==> src/design/trig_pkg.sv <==
/* fixed-point types, coefficients and pipeline latencies for the polar to rectangular
   converter, imported by every design module */
package trig_pkg;

	// number format: signed 27 bits with 8 fraction bits
	localparam int FIX_WIDTH = 27;
	localparam int FRAC_BITS = 8;

	typedef logic signed [FIX_WIDTH-1:0] fix_t;
	// full product of two fix_t values
	typedef logic signed [2*FIX_WIDTH-1:0] prod_t;

	// sine coefficients, scaled by 2^FRAC_BITS
	// 4/pi
	localparam fix_t COEF_4_PI = fix_t'(326);
	// 4/pi^2
	localparam fix_t COEF_4_PI2 = fix_t'(104);
	// refinement weight 0.225
	localparam fix_t COEF_REFINE = fix_t'(58);

	// angle constants in radians
	localparam fix_t PI_FIX = fix_t'(804);
	localparam fix_t HALF_PI_FIX = fix_t'(402);

	// latencies in clock cycles
	localparam int MULT_LATENCY = 2;
	localparam int SINE_LATENCY = 10;
	localparam int TOP_LATENCY = SINE_LATENCY + MULT_LATENCY;

	// slot index into the magnitude delay line
	typedef logic [$clog2(SINE_LATENCY)-1:0] mag_ptr_t;

	// narrow a product back to fix_t
	// keep bits 34..8, round half up on bit 7, wrap at 27 bits
	function automatic fix_t round_fix(input prod_t p);
		return fix_t'(p[FRAC_BITS+FIX_WIDTH-1:FRAC_BITS] + p[FRAC_BITS-1]);
	endfunction

endpackage

==> src/design/fix_mult.sv <==
/* two-stage signed fixed-point multiplier, result rounded to fix_t
   and valid MULT_LATENCY cycles after the operands */
`timescale 1ns/1ps

module fix_mult import trig_pkg::*; (
	input logic clk,
	input fix_t a,
	input fix_t b,
	output fix_t result
);

	// full-width product of the current operands
	prod_t prod_full;
	// stage 1 register
	prod_t prod_r;

	// both operands sign extended before the multiply
	// so the full 54-bit product is exact
	assign prod_full = prod_t'(a) * prod_t'(b);

	// stage 1 holds the exact product
	// stage 2 holds the rounded, narrowed value
	// pure datapath so no reset needed
	always_ff @(posedge clk) begin
		prod_r <= prod_full;
		result <= round_fix(prod_r);
	end

endmodule

==> src/design/polar_combine.sv <==
/* holds each magnitude until its sine and cosine arrive, then scales them into x and y;
   out_valid follows sin_cos_valid by MULT_LATENCY cycles */
`timescale 1ns/1ps

module polar_combine import trig_pkg::*; (
	input logic clk,
	input logic rst_n,
	input logic in_valid,
	input fix_t magnitude,
	input logic sin_cos_valid,
	input fix_t sin_val,
	input fix_t cos_val,
	output logic out_valid,
	output fix_t x,
	output fix_t y
);

	// magnitude delay line
	// written on in_valid, read on sin_cos_valid
	// SINE_LATENCY slots cover a full sine pipeline of back-to-back samples
	fix_t mag_mem [SINE_LATENCY];
	mag_ptr_t wr_ptr;
	mag_ptr_t rd_ptr;
	fix_t mag_rd;

	// valid delay through the multipliers
	logic [MULT_LATENCY-1:0] vld_sr;

	// step a slot index, wrapping at the line depth
	function automatic mag_ptr_t ptr_inc(input mag_ptr_t p);
		if (p == mag_ptr_t'(SINE_LATENCY - 1)) begin
			return '0;
		end
		return p + 1'b1;
	endfunction

	// the oldest magnitude still waiting
	assign mag_rd = mag_mem[rd_ptr];

	// x = magnitude * cos
	fix_mult x_mult (
		.clk(clk),
		.a(mag_rd),
		.b(cos_val),
		.result(x)
	);

	// y = magnitude * sin
	fix_mult y_mult (
		.clk(clk),
		.a(mag_rd),
		.b(sin_val),
		.result(y)
	);

	// storage only, no reset
	always_ff @(posedge clk) begin
		if (in_valid) begin
			mag_mem[wr_ptr] <= magnitude;
		end
	end

	// slot pointers and valid bits
	// the read side advances exactly once per sample, as the sine pipeline
	// emits one valid per in_valid in order
	always_ff @(posedge clk or negedge rst_n) begin
		if (!rst_n) begin
			wr_ptr <= '0;
			rd_ptr <= '0;
			vld_sr <= '0;
		end else begin
			if (in_valid) begin
				wr_ptr <= ptr_inc(wr_ptr);
			end
			if (sin_cos_valid) begin
				rd_ptr <= ptr_inc(rd_ptr);
			end
			vld_sr <= {vld_sr[MULT_LATENCY-2:0], sin_cos_valid};
		end
	end

	assign out_valid = vld_sr[MULT_LATENCY-1];

endmodule

==> config.mk <==
export PLATFORM = sky130hd
export DESIGN_NAME = polar_combine
export DESIGN_NICKNAME = d
export VERILOG_FILES = /design/src/design/trig_pkg.sv /design/src/design/fix_mult.sv /design/src/design/polar_combine.sv
export SDC_FILE = /design/constraint.sdc
export NUM_CORES = 2
export LEC_CHECK = 0
export BUFFER_PORTS_ARGS = -buffer_cell sky130_fd_sc_hd__buf_4
export CORE_MARGIN = 2
export CORE_UTILIZATION = 66
export DETAILED_ROUTE_END_ITERATION = 10
export GPL_ROUTABILITY_DRIVEN = 1
export PLACE_DENSITY = 0.84
export SLEW_MARGIN = 20
export SYNTH_ARGS = -nofsm -noshare
export SYNTH_HDL_FRONTEND = slang
export SYNTH_SLANG_ARGS = --single-unit
==> constraint.sdc <==
create_clock -name clk -period 8.82 [get_ports clk]
set_input_delay 1.323 -clock clk [delete_from_list [all_inputs] [get_ports clk]]
set_output_delay 1.323 -clock clk [all_outputs]
set_load 0.02 [all_outputs]
# [After elaboration in Yosys (flattened, before gate mapping)]
# Memory sizes are Yosys's and may differ from the RTL's.
# Index checks and enable logic that the tools add are counted.
[op_classes] n_addsub=4 mul=2 eq_ne=2 mux=10
[op_table] cell="$mul A27 B27 Y35" count=2
[op_table] cell="$add A27 B1 Y27" count=2
[op_table] cell="$mux W4" count=4
[op_table] cell="$add A4 B1 Y4 const B" count=2
[op_table] cell="$eq A4 B4 Y1 const B" count=2
[op_table] cell="$mux W1" count=6
[totals] regBits=134 mem_bits_rw=270 in_bits=85 out_inout_bits=55 elab_cells=26 memories=1
[mem_list] name="mag_mem" depth=10 word_bits=27 read_ports=1 rd_clocked_by_memory_dff=0 write_ports=1 line="polar_combine.sv:21" rtl="fix_t mag_mem [SINE_LATENCY];"

# [Depth between registers and ports, before layout]
[depth] ltp_word=4 ltp_mapped=36

# [Hierarchy]
# A second synthesis with hierarchy kept.
[hier_totals] hier_cells=5006 hier_area_um2=51025.2
[modules_own_cells] module="fix_mult at y_mult" instances=1 cells_per_inst=2232 area_each_um2=20011.7 seq_area_each_um2=1101.1
[modules_own_cells] module="fix_mult at x_mult" instances=1 cells_per_inst=2202 area_each_um2=19889.1 seq_area_each_um2=1101.1
[modules_own_cells] module="polar_combine" instances=1 cells_per_inst=572 area_each_um2=11124.4 seq_area_each_um2=8358.0

# [Worst setup path after synthesis]
# Ideal clock, no wire load.
[synth_path] path_type="flip-flop to flip-flop" start="register rd_ptr[0]" end="register y_mult.prod_r[32]" setup_ps=128 t_arrival_ps=7685 required_ps=8692 setup_slack_ps=1008 stages_incl_launch_ff=32 path_buffers=6 period_less_slack_ps=7812 cell_sequence="dfrtp_1 > buf_6 > buf_8 > buf_6 > buf_4 > buf_4 > mux4_2 > a211oi_1 > a21oi_1 > clkbuf_1 > and2_1 > fa_1 > fa_1 > inv_1 > fa_1 > fa_1 > fa_1 > inv_1 > fa_1 > inv_1 > fa_1 > inv_1 > ha_1 > a21o_1 > a21o_1 > a21o_1 > a21oi_1 > o21ai_0 > a22oi_1 > nand3_1 > a2111oi_0 > nor2_1"
[synth_via] elab_chain_cells=2
[synth_lines] element="start: declaration" line="polar_combine.sv:23" rtl="mag_ptr_t rd_ptr;"
[synth_lines] element="start signal: assignment" line="polar_combine.sv:76" rtl="rd_ptr <= ptr_inc(rd_ptr);"
[synth_lines] element="$mem_v2 Z10 W27"
[synth_lines] element="$mul A27 B27 Y35" line="fix_mult.sv:19" rtl="assign prod_full = prod_t'(a) * prod_t'(b);"
[synth_lines] element="named net y_mult.prod_full[32]" line="fix_mult.sv:13" rtl="prod_t prod_full;"
[synth_lines] element="end signal: assignment" line="fix_mult.sv:25" rtl="prod_r <= prod_full;"
[synth_lines] element="end: declaration" line="fix_mult.sv:15" rtl="prod_t prod_r;"
# The timed path passes the listed nets, and every way through them passes these cells.
# A chain may end at the register's enable or synchronous reset.

# [Worst setup path after layout]
[layout_path] start="register rd_ptr[1]" end="register y_mult.prod_r[25]"
# Same word-level chain as after synthesis.

==> results.json <==
{
  "critical_path.endpoint": "y_mult.prod_r[25]$_DFF_P_",
  "critPathKind": "reg -> reg",
  "yosysWarnings": 0,
  "critPathLaunch": "rd_ptr[1]$_DFFE_PN0P_",
  "hold_class": "reg -> reg",
  "h-tree-depth": 2,
  "grt_pass1_vias": 37900,
  "reg2regPathDepth": 31,
  "r2r_end": "y_mult.prod_r[25]$_DFF_P_",
  "drc": 0,
  "critPathMaxStageDelay_ns": 0.71,
  "ys_ff_latch": 390,
  "synth_common_cells": "inv_1 (1,134), fa_1 (944), and2_1 (584)",
  "r2r_start": "rd_ptr[1]$_DFFE_PN0P_",
  "gr-total-overflow": 0,
  "cts-root-buf": "clkbuf_16",
  "syn_inst": 4890,
  "tightest_slew_ns": 0.897,
  "min_period_over_period": 0.944,
  "highest_layer": "met5",
  "outcome": "finished, final reports clean",
  "required_ns": 9.36,
  "syn-cell-area_sq_um": 50400,
  "setup_viol": 0,
  "dp_hpwl_mm": 91.3,
  "cts_made_buffers": 42,
  "critical_path.startpoint_type": "flip-flop",
  "yosysTopAreaCell": "fa_1",
  "grt_usage": 0.329,
  "synth_nets": 6229,
  "cp.arrival_ns": 8.87,
  "cts_buffer_depth": 3,
  "drtPass1Iterations": 7,
  "slew_headroom": 0.400,
  "cts.reportedPaths.clkPinSlew_ns": 0.06,
  "layout-area-overhead-vs-synth_pct": 7.37,
  "rows": 101,
  "grt_pass1_wl_mm": 198,
  "final_layout_size_suffix_gt1_frac": 0.0816,
  "drt_iter0_markers": 2473,
  "critPathCaptureType": "flip-flop",
  "vias_per_cell": 5.77,
  "post-cts-setup-buffers": 0,
  "fin_crit_ns": 8.33,
  "hold_buffers": 0,
  "wl_met2_mm": 61.8,
  "nNetsFinal": 6268,
  "async_flop_share": 0.0256,
  "maxCapViolCount": 0,
  "wl_per_cell_um": 20.6,
  "final.setup.tns_ns": 0,
  "finClkSkew_ns": 0.0303,
  "cp_slowest_cell": "a21oi_4",
  "port_buffers": 139,
  "cts_resized": 0,
  "ys.flop_type": "edfxtp_1",
  "cp_max_fo": 44,
  "netlist.area_leader.share": 0.375,
  "synth.distinct_cells": 81,
  "m1WireLength_mm": 42.6,
  "synth-edff-count": 270,
  "gp_congestion": 0.894,
  "ant_nets": 0,
  "start_util": 0.665,
  "clk_latency_ns": 0.63,
  "dieArea_sq_um": 78600,
  "finalHoldViolations": 0,
  "r2r_slack_ns": 0.49,
  "die_height_um": 280,
  "wirelength_mm": 122,
  "grt_max_degree": 45,
  "vias": 34300,
  "io_pins": 140,
  "core_area_sq_um": 75800,
  "route.met3.wl_mm": 10.1,
  "rsz0062_at_grt": "false",
  "ys_seq_area_frac": 0.209,
  "syn_avg_cell_area_sq_um": 10.3,
  "slew_violations": 0,
  "synthMostInstantiatedCell": "inv_1",
  "antenna_found_initial": 6,
  "cts_tree": "yes",
  "fmaxAchievable_mhz": 120,
  "die_w_um": 280,
  "synth_area_leaders": "fa_1 (37%), edfxtp_1 (16%), inv_1 (8.4%)",
  "cts_num_sinks": 390
}
## placed cells by master, fill, tap and decap left out, types with 4 or more instances in the layout
cell       synthesis  layout
nor2_1            68      61
and2_1           584     584
clkinv_2           0       5
o21bai_1          12      12
o21ai_0           39      39
mux2i_4            2       5
a21o_1            38      38
mux4_2            52      52
a21oi_2           11       9
or3_1              4       4
dfxtp_1          110     109
nor3_1            23      20
nand2_1          556     556
a21oi_1           75      64
o21a_1            18      18
edfxtp_1         270     270
clkbuf_1         197       6
nand4_1            7       7
and3_1            10      10
nand2b_1          20      20
a21oi_4            2      15
mux2i_1           35      31
a221oi_1           5       5
fa_1             944     944
o22ai_1           13      13
buf_4              8     214
a211oi_1          12      12
nor2_2             1       8
buf_12             0       6
xnor2_1          142     142
ha_1             310     310
nand3_1           23      23
clkbuf_8           0       5
clkbuf_16          0      42
inv_1           1134    1134
nor2b_1           28      28
clkinv_1           0       6
xor2_1            43      43
dfrtp_1           10       7
## critical path, delay by kind of cell (launching register included)
family / cells / cell delay, ns
buffers and inverters: 8 / 1.04
adder cells (fa/ha/maj): 8 / 3.30
flip-flops: 1 / 0.54
AO/OA/AOI/OAI: 9 / 2.22
XOR/XNOR: 1 / 0.13
AND/OR/NAND/NOR: 4 / 0.70
multiplexers: 1 / 0.25
## worst min-delay path by stage
stage / start / endpoint / slack (ns) / depth (start not counted)
6_report: vld_sr[0]$_DFF_PN0_ / vld_sr[1]$_DFF_PN0_ / 0.37 / 0
3_3_place_gp: vld_sr[0]$_DFF_PN0_ / vld_sr[1]$_DFF_PN0_ / 0.36 / 0
2_1_floorplan: vld_sr[0]$_DFF_PN0_ / vld_sr[1]$_DFF_PN0_ / 0.33 / 0
4_1_cts: vld_sr[0]$_DFF_PN0_ / vld_sr[1]$_DFF_PN0_ / 0.37 / 0
5_1_grt: vld_sr[0]$_DFF_PN0_ / vld_sr[1]$_DFF_PN0_ / 0.38 / 0
3_5_place_dp: vld_sr[0]$_DFF_PN0_ / vld_sr[1]$_DFF_PN0_ / 0.36 / 0
## metal layers
metal	vias to the layer above	global-route usage
met4	6	0.185
met2	1714	0.569
met3	522	0.0580
li1	14700	-
met1	17300	0.389
met5	-	0
## metrics by stage
stage                     worst slack, ns   util  std cells  cell area [sq um]  hold WS [ns]
after floorplan                      1.01      -       4890              50400         0.331
after global placement              0.630  0.695       5862              52700         0.357
after detailed placement            0.427  0.695       5862              52700         0.356
after CTS                           0.335  0.713       5939              54100         0.373
after global routing               0.0954  0.714       5942              54100         0.379
final                               0.490  0.714       5943              54100         0.371
## flip-flops by register name (all words and copies together), names as in the netlist
signal         flops
x_mult.result     27
rd_ptr             4
y_mult.prod_r     28
wr_ptr             4
vld_sr             2
y_mult.result     27
x_mult.prod_r     28
mag_mem          270
## final cells by class
| type | instances | area (sq um) |
|---|---|---|
| tap | 978 | 1220 |
| fill | 5186 | 21700 |
| inverter | 1134 | 4260 |
| antenna | 3 | 7.51 |
| sequential | 390 | 10600 |
| timing repair buffer | 221 | 1750 |
| clock buffer | 54 | 1150 |
| clock inverter | 23 | 288 |
| multi-input combinational | 3140 | 34900 |
## kinds of logic after synthesis
kind of cell | synth area share
buf+inv | 0.103
simple gates | 0.134
compound gates | 0.0378
xor+xnor | 0.0321
fa+ha+maj | 0.452
mux | 0.0318
flops | 0.209
Power is not shown: default switching activity piles up to over one toggle a cycle in this logic, so the estimate is an artifact.
