<file path="config.mk">
export PLATFORM = sky130hd
export DESIGN_NAME = sine_approx
export DESIGN_NICKNAME = d
export VERILOG_FILES = /design/src/design/trig_pkg.sv /design/src/design/fix_mult.sv /design/src/design/sine_approx.sv
export SDC_FILE = /design/constraint.sdc
export NUM_CORES = 2
export LEC_CHECK = 0
export BUFFER_PORTS_ARGS = -buffer_cell sky130_fd_sc_hd__buf_2
export CORE_MARGIN = 2
export CORE_UTILIZATION = 55
export DETAILED_ROUTE_END_ITERATION = 6
export PLACE_DENSITY = 0.72
export SYNTH_ARGS = -nofsm -noshare
export SYNTH_HDL_FRONTEND = slang
export SYNTH_SLANG_ARGS = --single-unit
</file>
<file path="constraint.sdc">
create_clock -name clk -period 7.35 [get_ports clk]
set_input_delay 0.3675 -clock clk [delete_from_list [all_inputs] [get_ports clk]]
set_output_delay 0.3675 -clock clk [all_outputs]
set_load 0.02 [all_outputs]
</file>
<file path="src/design/trig_pkg.sv">
/* fixed-point types, coefficients and pipeline latencies for the polar to rectangular
   converter, imported by every design module */
package trig_pkg;

	// number format: signed 27 bits with 8 fraction bits
	localparam int FIX_WIDTH = 27;
	localparam int FRAC_BITS = 8;

	typedef logic signed [FIX_WIDTH-1:0] fix_t;
	// full product of two fix_t values
	typedef logic signed [2*FIX_WIDTH-1:0] prod_t;

	// sine coefficients, scaled by 2^FRAC_BITS
	// 4/pi
	localparam fix_t COEF_4_PI = fix_t'(326);
	// 4/pi^2
	localparam fix_t COEF_4_PI2 = fix_t'(104);
	// refinement weight 0.225
	localparam fix_t COEF_REFINE = fix_t'(58);

	// angle constants in radians
	localparam fix_t PI_FIX = fix_t'(804);
	localparam fix_t HALF_PI_FIX = fix_t'(402);

	// latencies in clock cycles
	localparam int MULT_LATENCY = 2;
	localparam int SINE_LATENCY = 10;
	localparam int TOP_LATENCY = SINE_LATENCY + MULT_LATENCY;

	// slot index into the magnitude delay line
	typedef logic [$clog2(SINE_LATENCY)-1:0] mag_ptr_t;

	// narrow a product back to fix_t
	// keep bits 34..8, round half up on bit 7, wrap at 27 bits
	function automatic fix_t round_fix(input prod_t p);
		return fix_t'(p[FRAC_BITS+FIX_WIDTH-1:FRAC_BITS] + p[FRAC_BITS-1]);
	endfunction

endpackage

</file>
<file path="src/design/fix_mult.sv">
/* two-stage signed fixed-point multiplier, result rounded to fix_t
   and valid MULT_LATENCY cycles after the operands */
`timescale 1ns/1ps

module fix_mult import trig_pkg::*; (
	input logic clk,
	input fix_t a,
	input fix_t b,
	output fix_t result
);

	// full-width product of the current operands
	prod_t prod_full;
	// stage 1 register
	prod_t prod_r;

	// both operands sign extended before the multiply
	// so the full 54-bit product is exact
	assign prod_full = prod_t'(a) * prod_t'(b);

	// stage 1 holds the exact product
	// stage 2 holds the rounded, narrowed value
	// pure datapath so no reset needed
	always_ff @(posedge clk) begin
		prod_r <= prod_full;
		result <= round_fix(prod_r);
	end

endmodule

</file>
<file path="src/design/sine_approx.sv">
/* parabolic sine pipeline with phase offset and wrap into plus or minus pi;
   PHASE of pi/2 turns it into a cosine, result follows in_valid by SINE_LATENCY */
`timescale 1ns/1ps

module sine_approx import trig_pkg::*; #(
	parameter fix_t PHASE = fix_t'(0)
) (
	input logic clk,
	input logic rst_n,
	input logic in_valid,
	input fix_t angle,
	output logic out_valid,
	output fix_t result
);

	// phase offset and wrap, combinational ahead of cycle 1
	fix_t shifted;
	fix_t wrapped;

	// cycle 1
	fix_t a_r;

	// 4/pi branch, raw product then rounded
	prod_t p_4pi;
	fix_t t_4pi;
	fix_t t_4pi_d;

	// a squared from the multiplier, cycle 3
	fix_t a_sq;
	prod_t p_4pi2;
	// 4/pi^2 term, cycle 4
	fix_t t_4pi2;

	// sign of a, carried to cycle 4
	logic [2:0] sgn_d;

	// first estimate, cycle 5
	fix_t est;
	// est carried to cycles 6..9
	fix_t est_d [4];

	// refinement
	fix_t est_sq;
	fix_t est_norm;
	fix_t diff;
	prod_t p_refine;
	fix_t t_refine;

	// one valid bit per pipeline stage
	logic [SINE_LATENCY-1:0] vld_sr;

	// add the phase, fold back if past +pi
	assign shifted = angle + PHASE;
	assign wrapped = (shifted > PI_FIX) ? fix_t'(shifted - PI_FIX - PI_FIX) : shifted;

	// a^2, operands at cycle 1, ready at cycle 3
	fix_mult sq_mult (
		.clk(clk),
		.a(a_r),
		.b(a_r),
		.result(a_sq)
	);

	// est^2, operands at cycle 5, ready at cycle 7
	fix_mult est_mult (
		.clk(clk),
		.a(est),
		.b(est),
		.result(est_sq)
	);

	// constant products formed in place
	assign p_4pi2 = prod_t'(a_sq) * prod_t'(COEF_4_PI2);
	assign p_refine = prod_t'(diff) * prod_t'(COEF_REFINE);

	// signed square of the estimate
	// negative est flips the square so the refinement keeps its sign
	// est_d[1] lines up with est_sq at cycle 7
	assign est_norm = est_d[1][FIX_WIDTH-1] ? fix_t'(-est_sq) : est_sq;

	// datapath registers, no reset
	always_ff @(posedge clk) begin
		// cycle 1
		a_r <= wrapped;

		// 4/pi product, registered twice to match the multiplier
		p_4pi <= prod_t'(a_r) * prod_t'(COEF_4_PI);
		t_4pi <= round_fix(p_4pi);
		// held one more cycle for the 4/pi^2 term
		t_4pi_d <= t_4pi;

		// cycle 4
		t_4pi2 <= round_fix(p_4pi2);
		sgn_d <= {sgn_d[1:0], a_r[FIX_WIDTH-1]};

		// cycle 5
		// negative a adds the square term, positive a subtracts it
		if (sgn_d[2]) begin
			est <= t_4pi_d + t_4pi2;
		end else begin
			est <= t_4pi_d - t_4pi2;
		end

		est_d[0] <= est;
		for (int i = 1; i < 4; i++) begin
			est_d[i] <= est_d[i-1];
		end

		// cycle 8
		diff <= est_norm - est_d[1];
		// cycle 9
		t_refine <= round_fix(p_refine);
		// cycle 10, est from cycle 5 added back
		result <= t_refine + est_d[3];
	end

	// valid tracking
	always_ff @(posedge clk or negedge rst_n) begin
		if (!rst_n) begin
			vld_sr <= '0;
		end else begin
			vld_sr <= {vld_sr[SINE_LATENCY-2:0], in_valid};
		end
	end

	assign out_valid = vld_sr[SINE_LATENCY-1];

endmodule

</file>
# [After elaboration in Yosys (flattened, before gate mapping)]
# Memories as Yosys holds them, arrays and structs flattened.
# Index checks and enable logic that the tools add are counted.
# W data, S select, Z words.
[word_totals] reg_bits=387 latch_bits=0 mem_bits_rw=108 mem_bits_ro=0 elab_cells=37 n_memories=1
[memory_table] memory="est_d" words=4 width=27 read_ports=4 rd_clocked_by_memory_dff=0 write_ports=4 line="sine_approx.sv:40" text="fix_t est_d [4];"
[classes] addsub=12 mul=5 n_div=0 order_cmp=1 n_eq_ne=0 shifts=0 mux=3 n_bitwise=0 reduce_logical=0
[ops] cell="$add A27 B1 Y27" n=4
[ops] cell="$mux W27" n=3
[ops] cell="$mul A27 B27 Y35" n=2
[ops] cell="$add A27 B27 Y27" n=2
[ops] cell="$sub A27 B11 Y27 const B" n=2
[ops] cell="$sub A27 B27 Y27" n=2
[ops] cell="$mul A27 B9 Y34 const B" n=1
[ops] cell="$mul A27 B6 Y33 const B" n=1
[ops] cell="$mul A27 B5 Y32 const B" n=1
[ops] cell="$add A26 B1 Y27" n=1
[ops] cell="$gt A27 B11 Y1 const B" n=1
[ops] cell="$neg A27 Y27" n=1

# [Longest topological paths before layout]
[logic_depth] word_depth=3 depth_mapped=28

# [Modules after synthesis]
# From an unflattened synthesis, not the netlist that was laid out.
[unflattened] cells_unflattened=7136 area_unflattened_um2=65645.5
[by_module_without_submodules] mod="sine_approx" n_inst=1 cells_per_inst=2700 area_per_inst_um2=25612.1
[by_module_without_submodules] mod="fix_mult (sq_mult)" n_inst=1 cells_per_inst=2218 area_per_inst_um2=20061.7
[by_module_without_submodules] mod="fix_mult (est_mult)" n_inst=1 cells_per_inst=2218 area_per_inst_um2=19971.7

# [Worst setup path after synthesis]
# No wires, ideal clock.
[synth_timing] path_type="flip-flop to flip-flop" startpoint="register a_r[4]" endpoint="register sq_mult.prod_r[34]" setup_ns=0.072 arrival_time_ns=6.778 t_required_ns=7.278 slack_ns=0.500 stages_incl_launch_ff=27 path_buffers=2 synth_period_minus_slack_ns=6.850 path_cell_list="dfxtp_1 -> clkbuf_1 -> clkbuf_1 -> nand2_1 -> fa_1 -> fa_1 -> inv_1 -> fa_1 -> inv_1 -> fa_1 -> inv_1 -> fa_1 -> fa_1 -> inv_1 -> fa_1 -> inv_1 -> ha_1 -> a21oi_1 -> o21bai_1 -> a21o_1 -> a21o_1 -> or3_1 -> o21ai_2 -> o2111ai_2 -> a21o_1 -> a21oi_2 -> xnor2_1"
[synth_via] elab_chain_len=1
[synth_rtl] element="start: declaration" line="sine_approx.sv:21" text="fix_t a_r;"
[synth_rtl] element="start signal: assignment" line="sine_approx.sv:84" text="a_r <= wrapped;"
[synth_rtl] element="$mul A27 B27 Y35" line="fix_mult.sv:19" text="assign prod_full = prod_t'(a) * prod_t'(b);"
[synth_rtl] element="net sq_mult.prod_full[34]" line="fix_mult.sv:13" text="prod_t prod_full;"
[synth_rtl] element="end signal: assignment" line="fix_mult.sv:25" text="prod_r <= prod_full;"
[synth_rtl] element="end: declaration" line="fix_mult.sv:15" text="prod_t prod_r;"
# The timed path passes the listed nets, and every way through them passes these cells.

# [Worst setup path after layout]
[layout_timing] startpoint="register a_r[9]" endpoint="register sq_mult.prod_r[34]"
# The elaborated chain is that of the path after synthesis.

==> run summary <==
==================================================================================
Post-synthesis sequential area ratio                                         15.9%
Number of DRC markers in iteration 0                                          2171
Maximum level of the CTS H-tree                                                  2
Max Fanout on Critical Path                                                     20
Maximum number of pins on one net before global-route repair                    29
Yosys cell types                                                                87
Final design utilization                                                     59.9%
Number of enable flip-flop cells after synthesis                                 0
Maximum clock frequency                                                  0.142 GHz
Clock tree buffer depth                                                          3
Later-pin clock latency in the skew report                                 0.67 ns
Library cell with the highest instance count after synthesis          sky130_fd_sc_hd__inv_1
Number of max-cap violations                                                     0
Number of instances in the placed design                                      7846
Width of the die                                                            335 um
Std cell rows                                                                  121
First-pass DRT Iterations                                                        6
# IOs                                                                           58
Classification of the worst setup path                                flop to flop
Die footprint                                                           112000 um2
CP required                                                                7.96 ns
Worst hold-check path type                                            input pin to asynchronous set/reset pin
GR met2 Demand/Resource                                                      42.7%
Startpoint type of the worst setup path                                       flop
Setup clock skew after layout                                            0.0507 ns
Slowest-stage cell, CP                                                sky130_fd_sc_hd__dfxtp_1
Global-route layer with the greatest usage                                    met2
Proportion of netlist area held by the largest area contributor              32.7%
Sum of overflow across all layers after global routing                           0
Area growth syn-to-layout                                                    8.06%
Fin crit period                                                            7.06 ns
Met1 demand-to-capacity share in global routing                              32.5%
Transition at the pin with the smallest max-transition slack               1.19 ns
Normalized max-slew margin                                                   20.2%
Number of nets in the finished design                                         8306
Global-route wire length before repair                                      224 mm
Std-Cell Core Area                                                      109000 um2
Synth top cells by count                                              sky130_fd_sc_hd__inv_1, sky130_fd_sc_hd__fa_1, sky130_fd_sc_hd__ha_1
Cell seen most often among critical-path stages                       sky130_fd_sc_hd__fa_1
Post-synth ARST share                                                        2.11%
Yosys Warn Count                                                                 0
Ordered list of cells on the worst path                               buf_6 -> ha_1 -> ha_1 -> xor2_1 -> fa_1 -> fa_1 -> fa_1 -> inv_1 -> fa_1 -> fa_1 -> inv_1 -> fa_1 -> inv_1 -> ha_1 -> o21a_1 -> o21a_1 -> o21ai_0 -> a21oi_1 -> a21o_1 -> o21ai_2 -> o2111ai_2 -> a21o_1 -> a21oi_2 -> xnor2_1
Synth top area cells                                                  sky130_fd_sc_hd__fa_1, sky130_fd_sc_hd__ha_1, sky130_fd_sc_hd__dfxtp_1
Vias after detailed routing                                                  41654
Non-filler cells, final                                                       7987
PortBufs                                                                        57
Global placement routability congestion                                      0.922
Clock transition at the registers of the reported paths                    0.06 ns
Kind of capture point of the worst setup path                                 flop
Number of global-route vias before repair                                    44571
Number of hold violations in the final report                                    0
Post-DR wirelength/cell                                                    16.8 um
CTS tree                                                                      done
Num CTS Buffers                                                                 56
Final count of pins violating max slew                                           0
Average cell area after synthesis                                         9.44 um2
Share of final-layout standard cells stronger than drive strength 1          5.07%
Met3 GRT Util                                                                3.26%
Number of instances in the synthesized netlist                                6381
Top FF cell, synth                                                    sky130_fd_sc_hd__dfxtp_1
Post-detailed-route via-to-cell ratio                                         5.22
Final wirelength                                                            134 mm
Largest area contributor in the synthesized netlist                   sky130_fd_sc_hd__fa_1
Initial Utilization                                                          55.4%
Post-route ant nets                                                              0
Synth Cell Area                                                          60200 um2
Crit-path max cell delay                                                   0.58 ns
Number of nets in the synthesized netlist                                     8164
Clock root cell                                                       sky130_fd_sc_hd__clkbuf_16
Overall global routing resource usage                                        24.8%
Overall die height                                                          335 um
Outcome                                                               complete, no violations
Count of state elements after synthesis                                        475
Number of antenna violations at the first check in global routing                1
Final number of setup-violating endpoints                                        0
Placed wire-length estimate                                                 114 mm
Arrival time at the worst endpoint                                         7.67 ns
TritonCTS Sinks                                                                475
Crit share post-route                                                        96.1%
Remaining routing DRC violations                                                 0
==================================================================================
[metrics by stage]
stage | cell area (um2) | setup TNS (ns) | hold WS [ns] | setup WS, ns
2_1_floorplan | 60200 | 0 | 0.0719 | 0.500
3_3_place_gp | 62700 | 0 | 0.228 | 0.0629
3_5_place_dp | 62700 | -0.0742 | 0.231 | -0.0742
4_1_cts | 65000 | 0 | 0.0470 | 0.0478
5_1_grt | 65100 | -0.00297 | 0.0995 | -0.00297
6_report | 65100 | 0 | 0.100 | 0.289
[per-layer routing]
layer  share of wire (%)  vias to the layer above
li1                    -                    20017
met1                  43                    20430
met2                  48                      960
met3                 5.0                      247
met4                 3.4                        0
met5                   0                        -
[cell families after synthesis]
| kind of cell | after synthesis | synth area share, % |
|---|---|---|
| fa+ha+maj | 1753 | 48.7 |
| buf+inv | 1706 | 10.6 |
| flops | 475 | 15.9 |
| simple gates | 1265 | 10.2 |
| compound gates | 740 | 8.17 |
| xor+xnor | 437 | 6.35 |
| mux | 5 | 0.0872 |
[final timing paths]
path	endpoint	start	cells past startpoint	slack (ns)
hold reg to reg	est_d[1][18]$_DFF_P_	est_d[0][18]$_DFF_P_	0	0.32
max in group asynchronous	vld_sr[1]$_DFF_PN0_	rst_n	2	7.07
setup / recovery	sq_mult.prod_r[34]$_DFF_P_	a_r[9]$_DFF_P_	24	0.29
setup reg to reg	sq_mult.prod_r[34]$_DFF_P_	a_r[9]$_DFF_P_	24	0.29
min in group clk	a_r[4]$_DFF_P_	angle[4]	3	0.14
hold / removal	vld_sr[8]$_DFF_PN0_	rst_n	2	0.10
[flip-flops by register name, indices dropped and copies added, names as in the netlist, 28 cells and up]
name             count
est_d              107
est_mult.prod_r     29
p_4pi               28
sq_mult.prod_r      28
[layout make-up]
cell class | count | area, um2
repair buffers | 178 | 1330
flip-flops and latches | 475 | 9590
clock inverters | 41 | 547
inverters | 1612 | 6050
well taps | 1414 | 1770
multi-input cells | 4200 | 44300
diodes | 2 | 5.00
fillers | 9141 | 43600
clock buffers | 65 | 1500
[critical path: cells and delay by family (launching register included)]
kind	cells	cell delay, ns
xor gates and xnor gates	2	0.35
AOI/OAI and AO/OA	9	1.68
DFF	1	0.58
buffers and inverters	4	0.43
adders and majority gates	9	3.93
[placed cells by master (no fill, tap or decap), drive strengths merged, types with 22 or more instances in the layout]
| master | instances |
|---|---|
| a21o | 93 |
| a21oi | 230 |
| a31oi | 26 |
| and2 | 226 |
| and3 | 22 |
| buf | 146 |
| clkbuf | 65 |
| dfxtp | 465 |
| dlygate4sd3 | 32 |
| fa | 983 |
| ha | 770 |
| inv | 1622 |
| nand2 | 391 |
| nand2b | 41 |
| nand3 | 56 |
| nand4 | 23 |
| nor2 | 265 |
| nor2b | 39 |
| nor3 | 104 |
| o21a | 75 |
| o21ai | 134 |
| o21bai | 30 |
| or3 | 25 |
| xnor2 | 311 |
| xor2 | 126 |
[repair_timing]
item	4_1_cts	5_1_grt
buffers inserted	0	1
endpoints found under the setup margin	1	9
resized for setup	1	27
hold buffers	32	0
endpoints found under the hold margin	37	0
pin swaps	0	1
Power is left out: the tool's default activity adds up to more than one toggle a clock period on the data nets, which glitch-free logic cannot reach.
